===== src/common/scope_pkg.sv =====
/*
 * shared definitions for the scope configuration block
 * widths, value types, register offsets and reset values,
 * the register-select enum and the bus write-word union
 */
package scope_pkg;

  localparam int N_CH      = 2;
  localparam int DW        = 14;
  localparam int RSZ       = 14;
  localparam int DEC_W     = 17;
  localparam int DLY_W     = 32;
  localparam int TRG_SRC_W = 4;
  localparam int ADDR_W    = 20;

  typedef logic signed [DW-1:0]    adc_word_t;
  typedef logic [DEC_W-1:0]        dec_t;
  typedef logic [DLY_W-1:0]        dly_t;
  typedef logic [TRG_SRC_W-1:0]    trg_src_t;

  // write word seen whole, or as one byte lane per channel
  typedef union packed {
    logic [31:0]     word;
    logic [3:0][7:0] lane;
  } sys_word_u;

  typedef enum logic [4:0] {
    CTRL, TRG_SRC, TRESH0, TRESH1, DLY0, DEC0, DLY1, DEC1, HYST0, HYST1,
    AVG_EN, WP_CUR0, WP_TRIG0, WP_CUR1, WP_TRIG1, TRIG_CLR, NONE
  } reg_sel_e;

  // register map, low address bits
  localparam logic [ADDR_W-1:0] ADDR_CTRL     = 20'h00000;
  localparam logic [ADDR_W-1:0] ADDR_TRG_SRC  = 20'h00004;
  localparam logic [ADDR_W-1:0] ADDR_TRESH0   = 20'h00008;
  localparam logic [ADDR_W-1:0] ADDR_TRESH1   = 20'h0000C;
  localparam logic [ADDR_W-1:0] ADDR_DLY0     = 20'h00010;
  localparam logic [ADDR_W-1:0] ADDR_DEC0     = 20'h00014;
  localparam logic [ADDR_W-1:0] ADDR_DLY1     = 20'h00110;
  localparam logic [ADDR_W-1:0] ADDR_DEC1     = 20'h00114;
  localparam logic [ADDR_W-1:0] ADDR_HYST0    = 20'h00020;
  localparam logic [ADDR_W-1:0] ADDR_HYST1    = 20'h00024;
  localparam logic [ADDR_W-1:0] ADDR_AVG_EN   = 20'h00028;
  localparam logic [ADDR_W-1:0] ADDR_WP_CUR0  = 20'h00018;
  localparam logic [ADDR_W-1:0] ADDR_WP_TRIG0 = 20'h0001C;
  localparam logic [ADDR_W-1:0] ADDR_WP_CUR1  = 20'h00118;
  localparam logic [ADDR_W-1:0] ADDR_WP_TRIG1 = 20'h0011C;
  localparam logic [ADDR_W-1:0] ADDR_TRIG_CLR = 20'h00094;

  // bit positions inside a control lane
  localparam int CTRL_ARM_BIT   = 0;
  localparam int CTRL_RST_BIT   = 1;
  localparam int CTRL_KEEP_BIT  = 3;
  localparam int CTRL_INDEP_BIT = 5;

  localparam trg_src_t TRG_SW_CODE = 4'd1;

  localparam adc_word_t TRESH_RST0 = 14'sd5000;
  localparam adc_word_t TRESH_RST1 = -14'sd5000;
  localparam adc_word_t HYST_RST   = 14'sd20;
  localparam dec_t      DEC_RST    = 17'd1;
  localparam dly_t      DLY_RST    = 32'd0;

endpackage


===== src/common/scope_access_if.sv =====
/*
 * one decoded bus access, passed from the decode stage
 * to the register and readback stages
 */
`timescale 1ns/1ps

interface scope_access_if
  import scope_pkg::*;
();

  // wr or rd is a single-cycle strobe, sel and wdata valid with it
  logic      wr;
  logic      rd;
  reg_sel_e  sel;
  sys_word_u wdata;

  modport producer (
    output wr, rd, sel, wdata
  );

  modport consumer (
    input wr, rd, sel, wdata
  );

endinterface


===== src/common/scope_cfg_if.sv =====
/*
 * stored per-channel settings, before channel following,
 * from the register stage to the readback stage
 */
`timescale 1ns/1ps

interface scope_cfg_if
  import scope_pkg::*;
();

  adc_word_t [N_CH-1:0] tresh;
  adc_word_t [N_CH-1:0] hyst;
  dly_t      [N_CH-1:0] dly;
  dec_t      [N_CH-1:0] dec;
  logic      [N_CH-1:0] avg_en;

  modport source (
    output tresh, hyst, dly, dec, avg_en
  );

  modport sink (
    input tresh, hyst, dly, dec, avg_en
  );

endinterface


===== src/design/scope_decode.sv =====
/*
 * bus decode stage
 * maps the address to a register select and registers the access
 */
`timescale 1ns/1ps

module scope_decode
  import scope_pkg::*;
(
  input  logic              adc_clk_i,
  input  logic              adc_rstn_i,
  input  logic [ADDR_W-1:0] sys_addr_i,
  input  logic [31:0]       sys_wdata_i,
  input  logic              sys_wen_i,
  input  logic              sys_ren_i,
  scope_access_if.producer  acc_o
);

  reg_sel_e sel_d;

  always_comb begin
    case (sys_addr_i)
      ADDR_CTRL:     sel_d = CTRL;
      ADDR_TRG_SRC:  sel_d = TRG_SRC;
      ADDR_TRESH0:   sel_d = TRESH0;
      ADDR_TRESH1:   sel_d = TRESH1;
      ADDR_DLY0:     sel_d = DLY0;
      ADDR_DEC0:     sel_d = DEC0;
      ADDR_DLY1:     sel_d = DLY1;
      ADDR_DEC1:     sel_d = DEC1;
      ADDR_HYST0:    sel_d = HYST0;
      ADDR_HYST1:    sel_d = HYST1;
      ADDR_AVG_EN:   sel_d = AVG_EN;
      ADDR_WP_CUR0:  sel_d = WP_CUR0;
      ADDR_WP_TRIG0: sel_d = WP_TRIG0;
      ADDR_WP_CUR1:  sel_d = WP_CUR1;
      ADDR_WP_TRIG1: sel_d = WP_TRIG1;
      ADDR_TRIG_CLR: sel_d = TRIG_CLR;
      default:       sel_d = NONE;
    endcase
  end

  // strobes
  always_ff @(posedge adc_clk_i) begin
    if (!adc_rstn_i) begin
      acc_o.wr <= 1'b0;
      acc_o.rd <= 1'b0;
    end else begin
      acc_o.wr <= sys_wen_i;
      acc_o.rd <= sys_ren_i;
    end
  end

  // select and data only matter while a strobe is high
  always_ff @(posedge adc_clk_i) begin
    acc_o.sel        <= sel_d;
    acc_o.wdata.word <= sys_wdata_i;
  end

  a_no_rd_wr_clash : assert property (@(posedge adc_clk_i) disable iff (!adc_rstn_i)
    !(sys_wen_i && sys_ren_i));

endmodule


===== src/scope_regs/scope_regs.sv =====
/*
 * register stage
 * per-channel settings and levels, command pulses
 * and channel 1 following channel 0 outside independent mode
 */
`timescale 1ns/1ps

module scope_regs
  import scope_pkg::*;
(
  input  logic                 adc_clk_i,
  input  logic                 adc_rstn_i,
  scope_access_if.consumer     acc_i,
  scope_cfg_if.source          cfg_o,
  output logic     [N_CH-1:0]  adc_arm_do_o,
  output logic     [N_CH-1:0]  adc_rst_do_o,
  output logic     [N_CH-1:0]  adc_trig_sw_o,
  output logic     [N_CH-1:0]  trig_dis_clr_o,
  output logic     [N_CH-1:0]  new_trg_src_o,
  output logic     [N_CH-1:0]  adc_we_keep_o,
  output logic     [N_CH-1:0]  indep_mode_o,
  output trg_src_t [N_CH-1:0]  trg_src_o,
  output adc_word_t [N_CH-1:0] set_tresh_o,
  output adc_word_t [N_CH-1:0] set_hyst_o,
  output dly_t     [N_CH-1:0]  set_dly_o,
  output dec_t     [N_CH-1:0]  set_dec_o,
  output logic     [N_CH-1:0]  set_dec1_o,
  output logic     [N_CH-1:0]  set_avg_en_o
);

  logic [N_CH-1:0][7:0] lane;
  logic                 wr_ctrl, wr_trg, wr_avg, wr_clr;
  logic [N_CH-1:0]      arm_q, rst_q, trig_sw_q, dis_clr_q, new_trg_q;
  logic [N_CH-1:0]      keep_q, indep_q, avg_q, own_ch;
  trg_src_t  [N_CH-1:0] trg_src_q;
  adc_word_t [N_CH-1:0] tresh_q, hyst_q;
  dly_t      [N_CH-1:0] dly_q;
  dec_t      [N_CH-1:0] dec_q;

  assign lane    = acc_i.wdata.lane[N_CH-1:0];
  assign wr_ctrl = acc_i.wr && (acc_i.sel == CTRL);
  assign wr_trg  = acc_i.wr && (acc_i.sel == TRG_SRC);
  assign wr_avg  = acc_i.wr && (acc_i.sel == AVG_EN);
  assign wr_clr  = acc_i.wr && (acc_i.sel == TRIG_CLR);

  // word-wide settings, one register per address
  always_ff @(posedge adc_clk_i) begin
    if (!adc_rstn_i) begin
      tresh_q[0] <= TRESH_RST0;
      tresh_q[1] <= TRESH_RST1;
      hyst_q     <= {N_CH{HYST_RST}};
      dly_q      <= {N_CH{DLY_RST}};
      dec_q      <= {N_CH{DEC_RST}};
    end else if (acc_i.wr) begin
      case (acc_i.sel)
        TRESH0: tresh_q[0] <= acc_i.wdata.word[DW-1:0];
        TRESH1: tresh_q[1] <= acc_i.wdata.word[DW-1:0];
        HYST0:  hyst_q[0]  <= acc_i.wdata.word[DW-1:0];
        HYST1:  hyst_q[1]  <= acc_i.wdata.word[DW-1:0];
        DLY0:   dly_q[0]   <= acc_i.wdata.word[DLY_W-1:0];
        DLY1:   dly_q[1]   <= acc_i.wdata.word[DLY_W-1:0];
        DEC0:   dec_q[0]   <= acc_i.wdata.word[DEC_W-1:0];
        DEC1:   dec_q[1]   <= acc_i.wdata.word[DEC_W-1:0];
        default: ;
      endcase
    end
  end

  // lane-decoded pulses and levels
  always_ff @(posedge adc_clk_i) begin
    if (!adc_rstn_i) begin
      arm_q     <= '0;
      rst_q     <= '0;
      trig_sw_q <= '0;
      new_trg_q <= '0;
      dis_clr_q <= '0;
      keep_q    <= '0;
      indep_q   <= '0;
      avg_q     <= '0;
      trg_src_q <= '0;
    end else begin
      for (int i = 0; i < N_CH; i++) begin
        arm_q[i]     <= wr_ctrl && lane[i][CTRL_ARM_BIT];
        rst_q[i]     <= wr_ctrl && lane[i][CTRL_RST_BIT];
        trig_sw_q[i] <= wr_trg && (lane[i][TRG_SRC_W-1:0] == TRG_SW_CODE);
        new_trg_q[i] <= wr_trg && (|lane[i][TRG_SRC_W-1:0]);
        dis_clr_q[i] <= wr_clr && lane[i][0];
        // an all-zero lane leaves the channel's mode untouched
        if (wr_ctrl && (|lane[i])) begin
          keep_q[i]  <= lane[i][CTRL_KEEP_BIT];
          indep_q[i] <= lane[i][CTRL_INDEP_BIT];
        end
        if (wr_trg && (|lane[i][TRG_SRC_W-1:0]))
          trg_src_q[i] <= lane[i][TRG_SRC_W-1:0];
        if (wr_avg)
          avg_q[i] <= lane[i][0];
      end
    end
  end

  // channel 0 always uses its own values
  assign own_ch = indep_q | N_CH'(1);

  always_comb begin
    for (int i = 0; i < N_CH; i++) begin
      adc_arm_do_o[i]   = own_ch[i] ? arm_q[i]     : arm_q[0];
      adc_rst_do_o[i]   = own_ch[i] ? rst_q[i]     : rst_q[0];
      adc_trig_sw_o[i]  = own_ch[i] ? trig_sw_q[i] : trig_sw_q[0];
      trig_dis_clr_o[i] = own_ch[i] ? dis_clr_q[i] : dis_clr_q[0];
      new_trg_src_o[i]  = own_ch[i] ? new_trg_q[i] : new_trg_q[0];
      adc_we_keep_o[i]  = own_ch[i] ? keep_q[i]    : keep_q[0];
      trg_src_o[i]      = own_ch[i] ? trg_src_q[i] : trg_src_q[0];
      set_dly_o[i]      = own_ch[i] ? dly_q[i]     : dly_q[0];
      set_dec_o[i]      = own_ch[i] ? dec_q[i]     : dec_q[0];
      set_avg_en_o[i]   = own_ch[i] ? avg_q[i]     : avg_q[0];
      set_dec1_o[i]     = (set_dec_o[i] == dec_t'(1));
    end
  end

  // thresholds and hysteresis are never shared
  assign set_tresh_o  = tresh_q;
  assign set_hyst_o   = hyst_q;
  assign indep_mode_o = indep_q;

  assign cfg_o.tresh  = tresh_q;
  assign cfg_o.hyst   = hyst_q;
  assign cfg_o.dly    = dly_q;
  assign cfg_o.dec    = dec_q;
  assign cfg_o.avg_en = avg_q;

  a_sw_trig_is_new_src : assert property (@(posedge adc_clk_i) disable iff (!adc_rstn_i)
    (adc_trig_sw_o & ~new_trg_src_o) == '0);

endmodule


===== src/design/scope_readback.sv =====
/*
 * readback stage
 * acks every access and muxes settings, status and pointers
 */
`timescale 1ns/1ps

module scope_readback
  import scope_pkg::*;
(
  input  logic                      adc_clk_i,
  input  logic                      adc_rstn_i,
  scope_access_if.consumer          acc_i,
  scope_cfg_if.sink                 cfg_i,
  input  logic [31:0]               adc_state_i,
  input  logic [31:0]               trg_state_i,
  input  logic [N_CH-1:0][RSZ-1:0]  adc_wp_cur_i,
  input  logic [N_CH-1:0][RSZ-1:0]  adc_wp_trig_i,
  output logic [31:0]               sys_rdata_o,
  output logic                      sys_ack_o,
  output logic                      sys_err_o
);

  logic [31:0] avg_word;
  logic [31:0] rdata_d;

  // one enable bit at the bottom of each lane
  always_comb begin
    avg_word = '0;
    for (int i = 0; i < N_CH; i++)
      avg_word[8*i] = cfg_i.avg_en[i];
  end

  // zero-extended, thresholds included
  always_comb begin
    case (acc_i.sel)
      CTRL:     rdata_d = adc_state_i;
      TRG_SRC:  rdata_d = trg_state_i;
      TRESH0:   rdata_d = {{32-DW{1'b0}}, cfg_i.tresh[0]};
      TRESH1:   rdata_d = {{32-DW{1'b0}}, cfg_i.tresh[1]};
      HYST0:    rdata_d = {{32-DW{1'b0}}, cfg_i.hyst[0]};
      HYST1:    rdata_d = {{32-DW{1'b0}}, cfg_i.hyst[1]};
      DLY0:     rdata_d = cfg_i.dly[0];
      DLY1:     rdata_d = cfg_i.dly[1];
      DEC0:     rdata_d = {{32-DEC_W{1'b0}}, cfg_i.dec[0]};
      DEC1:     rdata_d = {{32-DEC_W{1'b0}}, cfg_i.dec[1]};
      AVG_EN:   rdata_d = avg_word;
      WP_CUR0:  rdata_d = {{32-RSZ{1'b0}}, adc_wp_cur_i[0]};
      WP_TRIG0: rdata_d = {{32-RSZ{1'b0}}, adc_wp_trig_i[0]};
      WP_CUR1:  rdata_d = {{32-RSZ{1'b0}}, adc_wp_cur_i[1]};
      WP_TRIG1: rdata_d = {{32-RSZ{1'b0}}, adc_wp_trig_i[1]};
      default:  rdata_d = '0;
    endcase
  end

  always_ff @(posedge adc_clk_i) begin
    if (!adc_rstn_i) begin
      sys_ack_o <= 1'b0;
      sys_err_o <= 1'b0;
    end else begin
      sys_ack_o <= acc_i.wr || acc_i.rd;
      sys_err_o <= 1'b0;
    end
  end

  always_ff @(posedge adc_clk_i) begin
    sys_rdata_o <= rdata_d;
  end

endmodule


===== src/design/scope_cfg.sv =====
/*
 * scope configuration top level
 * decode, register and readback stages on the system bus
 */
`timescale 1ns/1ps

module scope_cfg
  import scope_pkg::*;
(
  input  logic                      adc_clk_i,
  input  logic                      adc_rstn_i,
  // system bus
  input  logic [ADDR_W-1:0]         sys_addr_i,
  input  logic [31:0]               sys_wdata_i,
  input  logic                      sys_wen_i,
  input  logic                      sys_ren_i,
  output logic [31:0]               sys_rdata_o,
  output logic                      sys_ack_o,
  output logic                      sys_err_o,
  // acquisition status
  input  logic [31:0]               adc_state_i,
  input  logic [31:0]               trg_state_i,
  input  logic [N_CH-1:0][RSZ-1:0]  adc_wp_cur_i,
  input  logic [N_CH-1:0][RSZ-1:0]  adc_wp_trig_i,
  // per-channel controls
  output logic      [N_CH-1:0]      adc_arm_do_o,
  output logic      [N_CH-1:0]      adc_rst_do_o,
  output logic      [N_CH-1:0]      adc_trig_sw_o,
  output logic      [N_CH-1:0]      trig_dis_clr_o,
  output logic      [N_CH-1:0]      new_trg_src_o,
  output logic      [N_CH-1:0]      adc_we_keep_o,
  output logic      [N_CH-1:0]      indep_mode_o,
  output trg_src_t  [N_CH-1:0]      trg_src_o,
  output adc_word_t [N_CH-1:0]      set_tresh_o,
  output adc_word_t [N_CH-1:0]      set_hyst_o,
  output dly_t      [N_CH-1:0]      set_dly_o,
  output dec_t      [N_CH-1:0]      set_dec_o,
  output logic      [N_CH-1:0]      set_dec1_o,
  output logic      [N_CH-1:0]      set_avg_en_o
);

  scope_access_if acc_if ();
  scope_cfg_if    cfg_if ();

  scope_decode u_decode (
    .adc_clk_i   (adc_clk_i),
    .adc_rstn_i  (adc_rstn_i),
    .sys_addr_i  (sys_addr_i),
    .sys_wdata_i (sys_wdata_i),
    .sys_wen_i   (sys_wen_i),
    .sys_ren_i   (sys_ren_i),
    .acc_o       (acc_if.producer)
  );

  scope_regs u_regs (
    .adc_clk_i      (adc_clk_i),
    .adc_rstn_i     (adc_rstn_i),
    .acc_i          (acc_if.consumer),
    .cfg_o          (cfg_if.source),
    .adc_arm_do_o   (adc_arm_do_o),
    .adc_rst_do_o   (adc_rst_do_o),
    .adc_trig_sw_o  (adc_trig_sw_o),
    .trig_dis_clr_o (trig_dis_clr_o),
    .new_trg_src_o  (new_trg_src_o),
    .adc_we_keep_o  (adc_we_keep_o),
    .indep_mode_o   (indep_mode_o),
    .trg_src_o      (trg_src_o),
    .set_tresh_o    (set_tresh_o),
    .set_hyst_o     (set_hyst_o),
    .set_dly_o      (set_dly_o),
    .set_dec_o      (set_dec_o),
    .set_dec1_o     (set_dec1_o),
    .set_avg_en_o   (set_avg_en_o)
  );

  scope_readback u_readback (
    .adc_clk_i     (adc_clk_i),
    .adc_rstn_i    (adc_rstn_i),
    .acc_i         (acc_if.consumer),
    .cfg_i         (cfg_if.sink),
    .adc_state_i   (adc_state_i),
    .trg_state_i   (trg_state_i),
    .adc_wp_cur_i  (adc_wp_cur_i),
    .adc_wp_trig_i (adc_wp_trig_i),
    .sys_rdata_o   (sys_rdata_o),
    .sys_ack_o     (sys_ack_o),
    .sys_err_o     (sys_err_o)
  );

  // each bus strobe comes back as an ack two cycles later
  a_ack_latency : assert property (@(posedge adc_clk_i) disable iff (!adc_rstn_i)
    sys_ack_o == $past(sys_wen_i || sys_ren_i, 2));

endmodule


===== config.mk =====
export PLATFORM = sky130hd
export DESIGN_NAME = scope_cfg
export DESIGN_NICKNAME = d
export VERILOG_FILES = /design/src/common/scope_pkg.sv /design/src/common/scope_access_if.sv /design/src/common/scope_cfg_if.sv /design/src/design/scope_decode.sv /design/src/scope_regs/scope_regs.sv /design/src/design/scope_readback.sv /design/src/design/scope_cfg.sv
export SDC_FILE = /design/constraint.sdc
export NUM_CORES = 1
export LEC_CHECK = 0
export BUFFER_PORTS_ARGS = -buffer_cell sky130_fd_sc_hd__buf_2
export CAP_MARGIN = 20
export CORE_UTILIZATION = 25
export CTS_BUF_LIST = sky130_fd_sc_hd__clkbuf_16
export DETAILED_ROUTE_END_ITERATION = 7
export GPL_ROUTABILITY_DRIVEN = 0
export GPL_TIMING_DRIVEN = 0
export SLEW_MARGIN = 10
export SYNTH_ARGS = -nofsm -noshare
export SYNTH_HDL_FRONTEND = slang
export SYNTH_HIERARCHICAL = 1
export SYNTH_SLANG_ARGS = --single-unit

===== constraint.sdc =====
create_clock -name adc_clk_i -period 5.33 [get_ports adc_clk_i]
set_input_delay 0.7995 -clock adc_clk_i [delete_from_list [all_inputs] [get_ports adc_clk_i]]
set_output_delay 0.7995 -clock adc_clk_i [all_outputs]
set_load 0.01 [all_outputs]

==> results of run 1 <==
area by class of cell:
class	instances	area, sq um
Clock buffer	31	776
Fill cell	4926	31000
Inverter	6	22.5
Antenna cell	3	7.51
Sequential cell	250	5000
Multi-Input combinational cell	815	5410
Clock inverter	25	253
Buffer	214	1390
Timing Repair Buffer	387	1940
Tap cell	607	759
worst max-delay path by stage:
stage                        endpoint                   start  slack (ns)  depth (start not counted)
4_1_cts                 set_dec1_o[1]  u_regs/indep_mode_o[1]        1.94                          5
3_5_place_dp   u_regs/cfg_o.tresh[17]              adc_rstn_i        2.54                          6
2_1_floorplan           set_dec1_o[1]  u_regs/indep_mode_o[1]        2.86                          4
6_report                set_dec1_o[1]  u_regs/indep_mode_o[1]        1.98                          5
3_3_place_gp            set_dec1_o[1]  u_regs/indep_mode_o[1]        2.55                          5
5_1_grt                 set_dec1_o[1]  u_regs/indep_mode_o[1]        1.89                          5
through the flow:
stage          utilization  hold WS, ns
2_1_floorplan            -        0.418
3_3_place_gp         0.312        0.421
3_5_place_dp         0.312        0.436
4_1_cts              0.334        0.285
5_1_grt              0.334        0.294
6_report             0.334        0.303
cells by family after synthesis:
kind of cell,after synthesis
AND/OR/NAND/NOR,404
AO/OA/AOI/OAI,278
flip-flops,250
buffers and inverters,220
multiplexers,131
adder cells (fa/ha/maj),1
other,1
where the power goes:
part           internal (mW)  leakage [nW]  switching (mW)
clock                   1.29         0.527           0.877
combinational         0.0652          4.40           0.112
sequential              1.88          2.03          0.0153
sequential cells by signal, indices dropped and copies added (netlist names), 4 cells and up:
register	flops
u_decode/acc_o.sel	5
u_decode/acc_o.wdata	32
u_readback/sys_rdata_o	32
u_regs/cfg_o.dec	34
u_regs/cfg_o.dly	64
u_regs/cfg_o.hyst	28
u_regs/cfg_o.tresh	28
u_regs/trg_src_o	4
u_regs/trg_src_q	4
layout by cell type (no fill, tap or decap), types with 5 or more instances in the layout:
cell type,instances
clkbuf_1,38
a221oi_1,5
o21ai_0,123
bufinv_16,5
a2111oi_0,7
a211oi_1,7
o211ai_1,5
buf_6,8
nor2b_1,5
a32oi_1,6
o21ai_1,12
nor4_1,9
nand4_1,8
buf_2,421
clkinv_1,5
a31oi_1,6
nand2b_1,11
nand2_1,92
and3_1,8
nand3_2,8
buf_4,125
nor3_1,12
a22oi_1,39
a22o_1,5
or3_1,7
or4_1,5
mux2_2,63
dfxtp_1,250
nor2_1,36
nand3_1,154
clkbuf_16,31
mux2i_1,65
a32o_1,10
buf_1,7
o21ai_2,12
o2bb2ai_1,8
inv_1,13
a21oi_1,19
nand3b_1,10
layer usage:
layer	vias to the layer above	routed length, microns	global-route usage
li1	5430	-	-
met1	5844	23700	0.304
met2	818	26900	0.375
met3	134	6480	0.0559
met4	4	2410	0.0998
met5	-	27	0
==> flow_summary.yaml, run 1 <==
status:
  status: "completed"
synth:
  syn-cell-area_sq_mm: 0.0118
  avgSynthCellArea_sq_um: 9.20
  seq_area_frac_synth: 0.423
  yosysWarnings: 6
  synthTopCellsByCount: "dfxtp_1, nand3_1, buf_4"
  synth_largest_area_cell: "dfxtp_1"
  synth_top_cell_area_share: 0.423
  syn-num-nets: 1461
  synth_most_common_cell: "dfxtp_1"
  synth_edf_count: 0
  synth_flop_cell: "dfxtp_1"
  synth.distinct_cells: 69
  synth_compound_area_frac: 0.151
  muxShareOfSynthArea: 0.121
  async_flop_share: 0
  ys_ff_latch: 250
  synth.area.top_cells: "dfxtp_1, buf_4, nand3_1"
  synth_fa_ha_area_frac: 0.000847
  synth_cells: 1285
  synthSimpleGateAreaFrac: 0.185
  synthXorXnorAreaFrac: 0
  synth_top_family_by_area: "simple AND/OR/NAND/NOR gates"
min_path:
  hold_start: "sys_wdata_i[4]"
  hold_class: "in -> reg"
  min_to: "u_decode/acc_o.wdata[4]"
  hold_depth: 1
place:
  io_buffer_count: 387
  placed_cell_area_sq_mm: 0.0145
  place_inst: 2279
  post-place-ws_ns: 2.54
  dp_hpwl_microns: 46200
power_and_ir_drop:
  peakVddDrop_mv: 0.229
  pwr_density_cell_mw_per_mm2: 273
  power_mw: 4.24
  p_leak_nw: 6.95
sta:
  max_freq_mhz: 298
  setup_viol: 0
  maxSlewViolCount: 0
  worst_pin_slew_ns: 1.11
  final_hold_viol_count: 0
  grt_setup_unrepaired: "no"
  relSlewSlack: 0.255
  fin_setup_tns_ns: 0
  worst_slack_ns: 1.98
  fin_crit_sh: 0.629
  min_period_ns: 3.35
  skew_ns: 0.0171
global_route:
  grt_first_pass_wirelength_microns: 81100
  grt_max_degree: 16
  grt_pass1_vias: 11510
  overflow: 0
  track_usage: 0.236
  grt_antenna_before_repair: 6
worst_setup_path:
  critPathLaunchType: "register"
  cp_slowest_cell: "clkbuf_1"
  path_max_fanout: 10
  worst-r2r-setup-slack_ns: 2.51
  crit_path_cell_trace: "clkbuf_1 -> mux2_2 -> or3_1 -> nor3_1 -> buf_2"
  crit_family: "buffers and inverters"
  ff2ff_path_depth: 6
  required_ns: 4.53
  arrival_ns: 2.55
  max_stage_delay_ns: 0.47
  worstSetupPathType: "reg -> out"
  cp-end-kind: "output port"
  reg2reg_from: "u_decode/acc_o.sel[0]"
  path_buf_inv: 2
  r2r_end: "u_readback/sys_rdata_o[12]"
routing:
  avgRoutedWirePerCell_microns: 25.4
  drt.antenna.violating_nets: 0
  drt_first_pass_iters: 7
  drc_errors: 0
  drt_iter0_markers: 1535
  via_per_inst: 5.23
  vias: 12230
  wirelength_microns: 59400
run:
  cap_violations: 0
clocking:
  htree_levels: 1
  cts_buffers: 31
  clk_transition_reported_paths_ns: 0.06
  hold_buffers: 0
  clk-insertion-delay-late_ns: 0.59
  cts_resized: 0
  tritoncts: "done"
  cts_root_buf: "clkbuf_16"
  cts_sinks: 250
  ctsLongestPathBuffers: 3
  postCtsSetupRepairBufs: 0
final_layout:
  num-nets-final: 1881
  stdcell_area_sq_mm: 0.0156
  syn_to_final_growth_pct: 31.6
  layout-drive-gt1-share: 0.406
  fin_cells: 2338
die:
  die_w_microns: 219
  die_y_microns: 219
  core-area_sq_mm: 0.0466
  die_area_sq_mm: 0.0482
  rows: 79
  start_util: 0.254
  num_io_pins: 390
No activity file was read; power rests on OpenSTA's default activity.
==> run 2, diff against run 1 <==
--- a/config.mk
+++ b/config.mk
@@ -5,6 +5,7 @@
 export SDC_FILE = /design/constraint.sdc
 export NUM_CORES = 1
 export LEC_CHECK = 0
+export ABC_AREA = 1
 export BUFFER_PORTS_ARGS = -buffer_cell sky130_fd_sc_hd__buf_2
 export CAP_MARGIN = 20
 export CORE_UTILIZATION = 25
==> constraint.sdc (replaced) <==
create_clock -name adc_clk_i -period 2.9 [get_ports adc_clk_i]
set_input_delay 0.435 -clock adc_clk_i [delete_from_list [all_inputs] [get_ports adc_clk_i]]
set_output_delay 0.435 -clock adc_clk_i [all_outputs]
set_load 0.01 [all_outputs]
==> run 2 against run 1 <==
Effect of this change:
- clock skew rose by 0.00077 ns
- combinational power rose by 92%
- clock power rose by 98%
- synthesized cell count rose by 51%
- clock-buffer cell count fell by 2
- cell area rose by 8.8%
- power rose by 91%
- area after synthesis rose by 7.4%
- largest cell class unchanged
==> flow_summary.yaml, run 2 <==
final_layout:
  fin_cells: 3089
  layout_common_cells: "nand2_1, buf_2, dfxtp_1"
  multiInputGateArea_sq_mm: 0.00574
  syn_to_final_growth_pct: 33.3
  final_common_cell: "nand2_1"
  layout-drive-gt1-share: 0.269
  largest_register_ffs: 64
  num-nets-final: 2569
  regArea_sq_mm: 0.00500
  fillCellCount: 5569
power_and_ir_drop:
  p_switching_mw: 1.87
  peakVddDrop_mv: 0.437
  sw_frac_of_total: 0.231
  p_leak_nw: 8.40
  clkPwrFrac: 0.529
  p_seq_frac: 0.429
  pwr_density_cell_mw_per_mm2: 479
  power_mw: 8.11
  p_comb_frac: 0.042
  p_int_mw: 6.24
status:
  status: "completed"
synth:
  synth_largest_area_cell: "dfxtp_1"
  synth.distinct_cells: 29
  synth_flop_cell: "dfxtp_1"
  synth_most_common_cell: "nand2_1"
  synthTopCellsByCount: "nand2_1, dfxtp_1, nand3_1"
  async_flop_share: 0
  synth_edf_count: 0
  syn-cell-area_sq_mm: 0.0127
  synth_top_cell_area_share: 0.394
  seq_area_frac_synth: 0.394
  synth.area.top_cells: "dfxtp_1, nand2_1, buf_4"
  ys_ff_latch: 250
  synth_cells: 1941
  syn-num-nets: 2117
  yosysWarnings: 6
  avgSynthCellArea_sq_um: 6.54
place:
  dp_hpwl_microns: 45300
  io_buffer_count: 388
  place_inst: 3001
global_route:
  grt_pass1_vias: 12493
  grt_first_pass_wirelength_microns: 81600
  grt_antenna_before_repair: 1
  track_usage: 0.216
  overflow: 0
  grt_max_degree: 16
sta:
  fin_setup_tns_ns: 0
  skew_ns: 0.0179
  final_hold_viol_count: 0
  fin_crit_sh: 0.941
  relSlewSlack: 0.302
  worst_pin_slew_ns: 1.05
  max_freq_mhz: 367
  min_period_ns: 2.73
  grt_setup_unrepaired: "no"
  maxSlewViolCount: 0
  setup_viol: 0
worst_setup_path:
  cp_slowest_cell: "dfxtp_1"
  crit_path_cell_trace: "clkbuf_1 -> clkbuf_4 -> clkbuf_2 -> nand2_1 -> nand2_1 -> buf_2"
  crit_path_frequent_cell: "nand2_1"
  path_max_fanout: 10
  cp-end-kind: "output port"
  required_ns: 2.47
  critPathLaunchType: "register"
  worstSetupPathType: "reg -> out"
  arrival_ns: 2.29
  crit_start: "u_regs/indep_mode_o[1]"
  max_stage_delay_ns: 0.45
  reg2reg_from: "u_decode/acc_o.sel[0]"
clocking:
  clk_transition_reported_paths_ns: 0.06
  postCtsSetupRepairBufs: 0
  cts_root_buf: "clkbuf_16"
  cts_buffers: 29
  clk-insertion-delay-late_ns: 0.58
  tritoncts: "done"
  ctsLongestPathBuffers: 3
  htree_levels: 1
  cts_sinks: 250
die:
  die_y_microns: 227
  core-area_sq_mm: 0.0502
  die_area_sq_mm: 0.0517
  num_io_pins: 390
  die_w_microns: 227
  start_util: 0.253
  rows: 82
routing:
  wirelength_microns: 58400
  drc_errors: 0
  via_per_inst: 4.55
  drt_iter0_markers: 1203
  drt.antenna.violating_nets: 0
  vias: 14066
  drt_first_pass_iters: 5
  avgRoutedWirePerCell_microns: 18.9
min_path:
  hold_start: "sys_ren_i"
  hold_class: "in -> reg"
run:
  cap_violations: 0
[run 2: final timing paths]
kind / endpoint / slack, ns / cells past startpoint
worst max-delay path: set_dly_o[57] / 0.17 / 6
worst min register to register: u_readback/sys_ack_o / 0.45 / 1
worst max register to register: u_readback/sys_rdata_o[12] / 0.38 / 7
worst min-delay path: u_decode/acc_o.rd / 0.03 / 3
[run 2: final cells by class]
cell class | count | share of cell area
multi-input cells | 1304 | 0.339
flip-flops and latches | 250 | 0.296
repair buffers | 421 | 0.134
plain buffers | 231 | 0.0818
well taps | 672 | 0.0497
clock buffers | 29 | 0.0429
inverters | 156 | 0.0346
clock inverters | 25 | 0.0221
diodes | 1 | 0.000148
[run 2: power groups by stage]
| stage | sequential [mW] | clock, mW | combinational [mW] |
|---|---|---|---|
| final | 3.48 | 4.29 | 0.340 |
| after detailed placement | 3.56 | 0 | 0.300 |
| after global placement | 3.56 | 0 | 0.299 |
| after global routing | 3.48 | 4.50 | 0.366 |
| after CTS | 3.48 | 4.35 | 0.339 |
| after floorplan | 3.55 | 0 | 0.0951 |
[run 2: kinds of logic (layout without fill, tap and decap cells)]
kind of cell	Yosys count	in the layout	share of synthesized area
AND/OR/NAND/NOR	1126	1126	0.379
buffers and inverters	387	862	0.154
flip-flops	250	250	0.394
AO/OA/AOI/OAI	177	177	0.0731
other	1	2	0.000295
[run 2: through the flow]
stage / hold WS, ns / util / setup WS, ns / instance area (sq um)
3_3_place_gp: 0.427 / 0.308 / 0.205 / 15500
2_1_floorplan: 0.418 / - / 1.05 / 12700
4_1_cts: 0.00343 / 0.337 / 0.0190 / 16900
3_5_place_dp: 0.446 / 0.308 / 0.203 / 15500
5_1_grt: 0.0285 / 0.337 / 0.0188 / 16900
6_report: 0.0336 / 0.337 / 0.172 / 16900
[run 2: repair_timing]
action / 4_1_cts / 5_1_grt
resized for setup: 5 / 14
pin swaps: 0 / 0
setup endpoints to repair: 43 / 37
gates cloned: 0 / 0
hold buffers: 33 / 0
hold endpoints to repair: 33 / 0
[run 2: worst max-delay path, delay by kind of cell (launching register included)]
kind | cells | cell delay [ns]
buffers and inverters | 4 | 1.06
DFF | 1 | 0.45
and+or+nand+nor | 2 | 0.17
[run 2: layer usage]
layer  global-route usage  vias to the layer above  share of wire
li1                     -                     6938              -
met1                0.298                     6515           0.46
met2                0.339                      529           0.44
met3               0.0409                       84          0.073
met4               0.0652                        0          0.026
met5                    0                        -              0
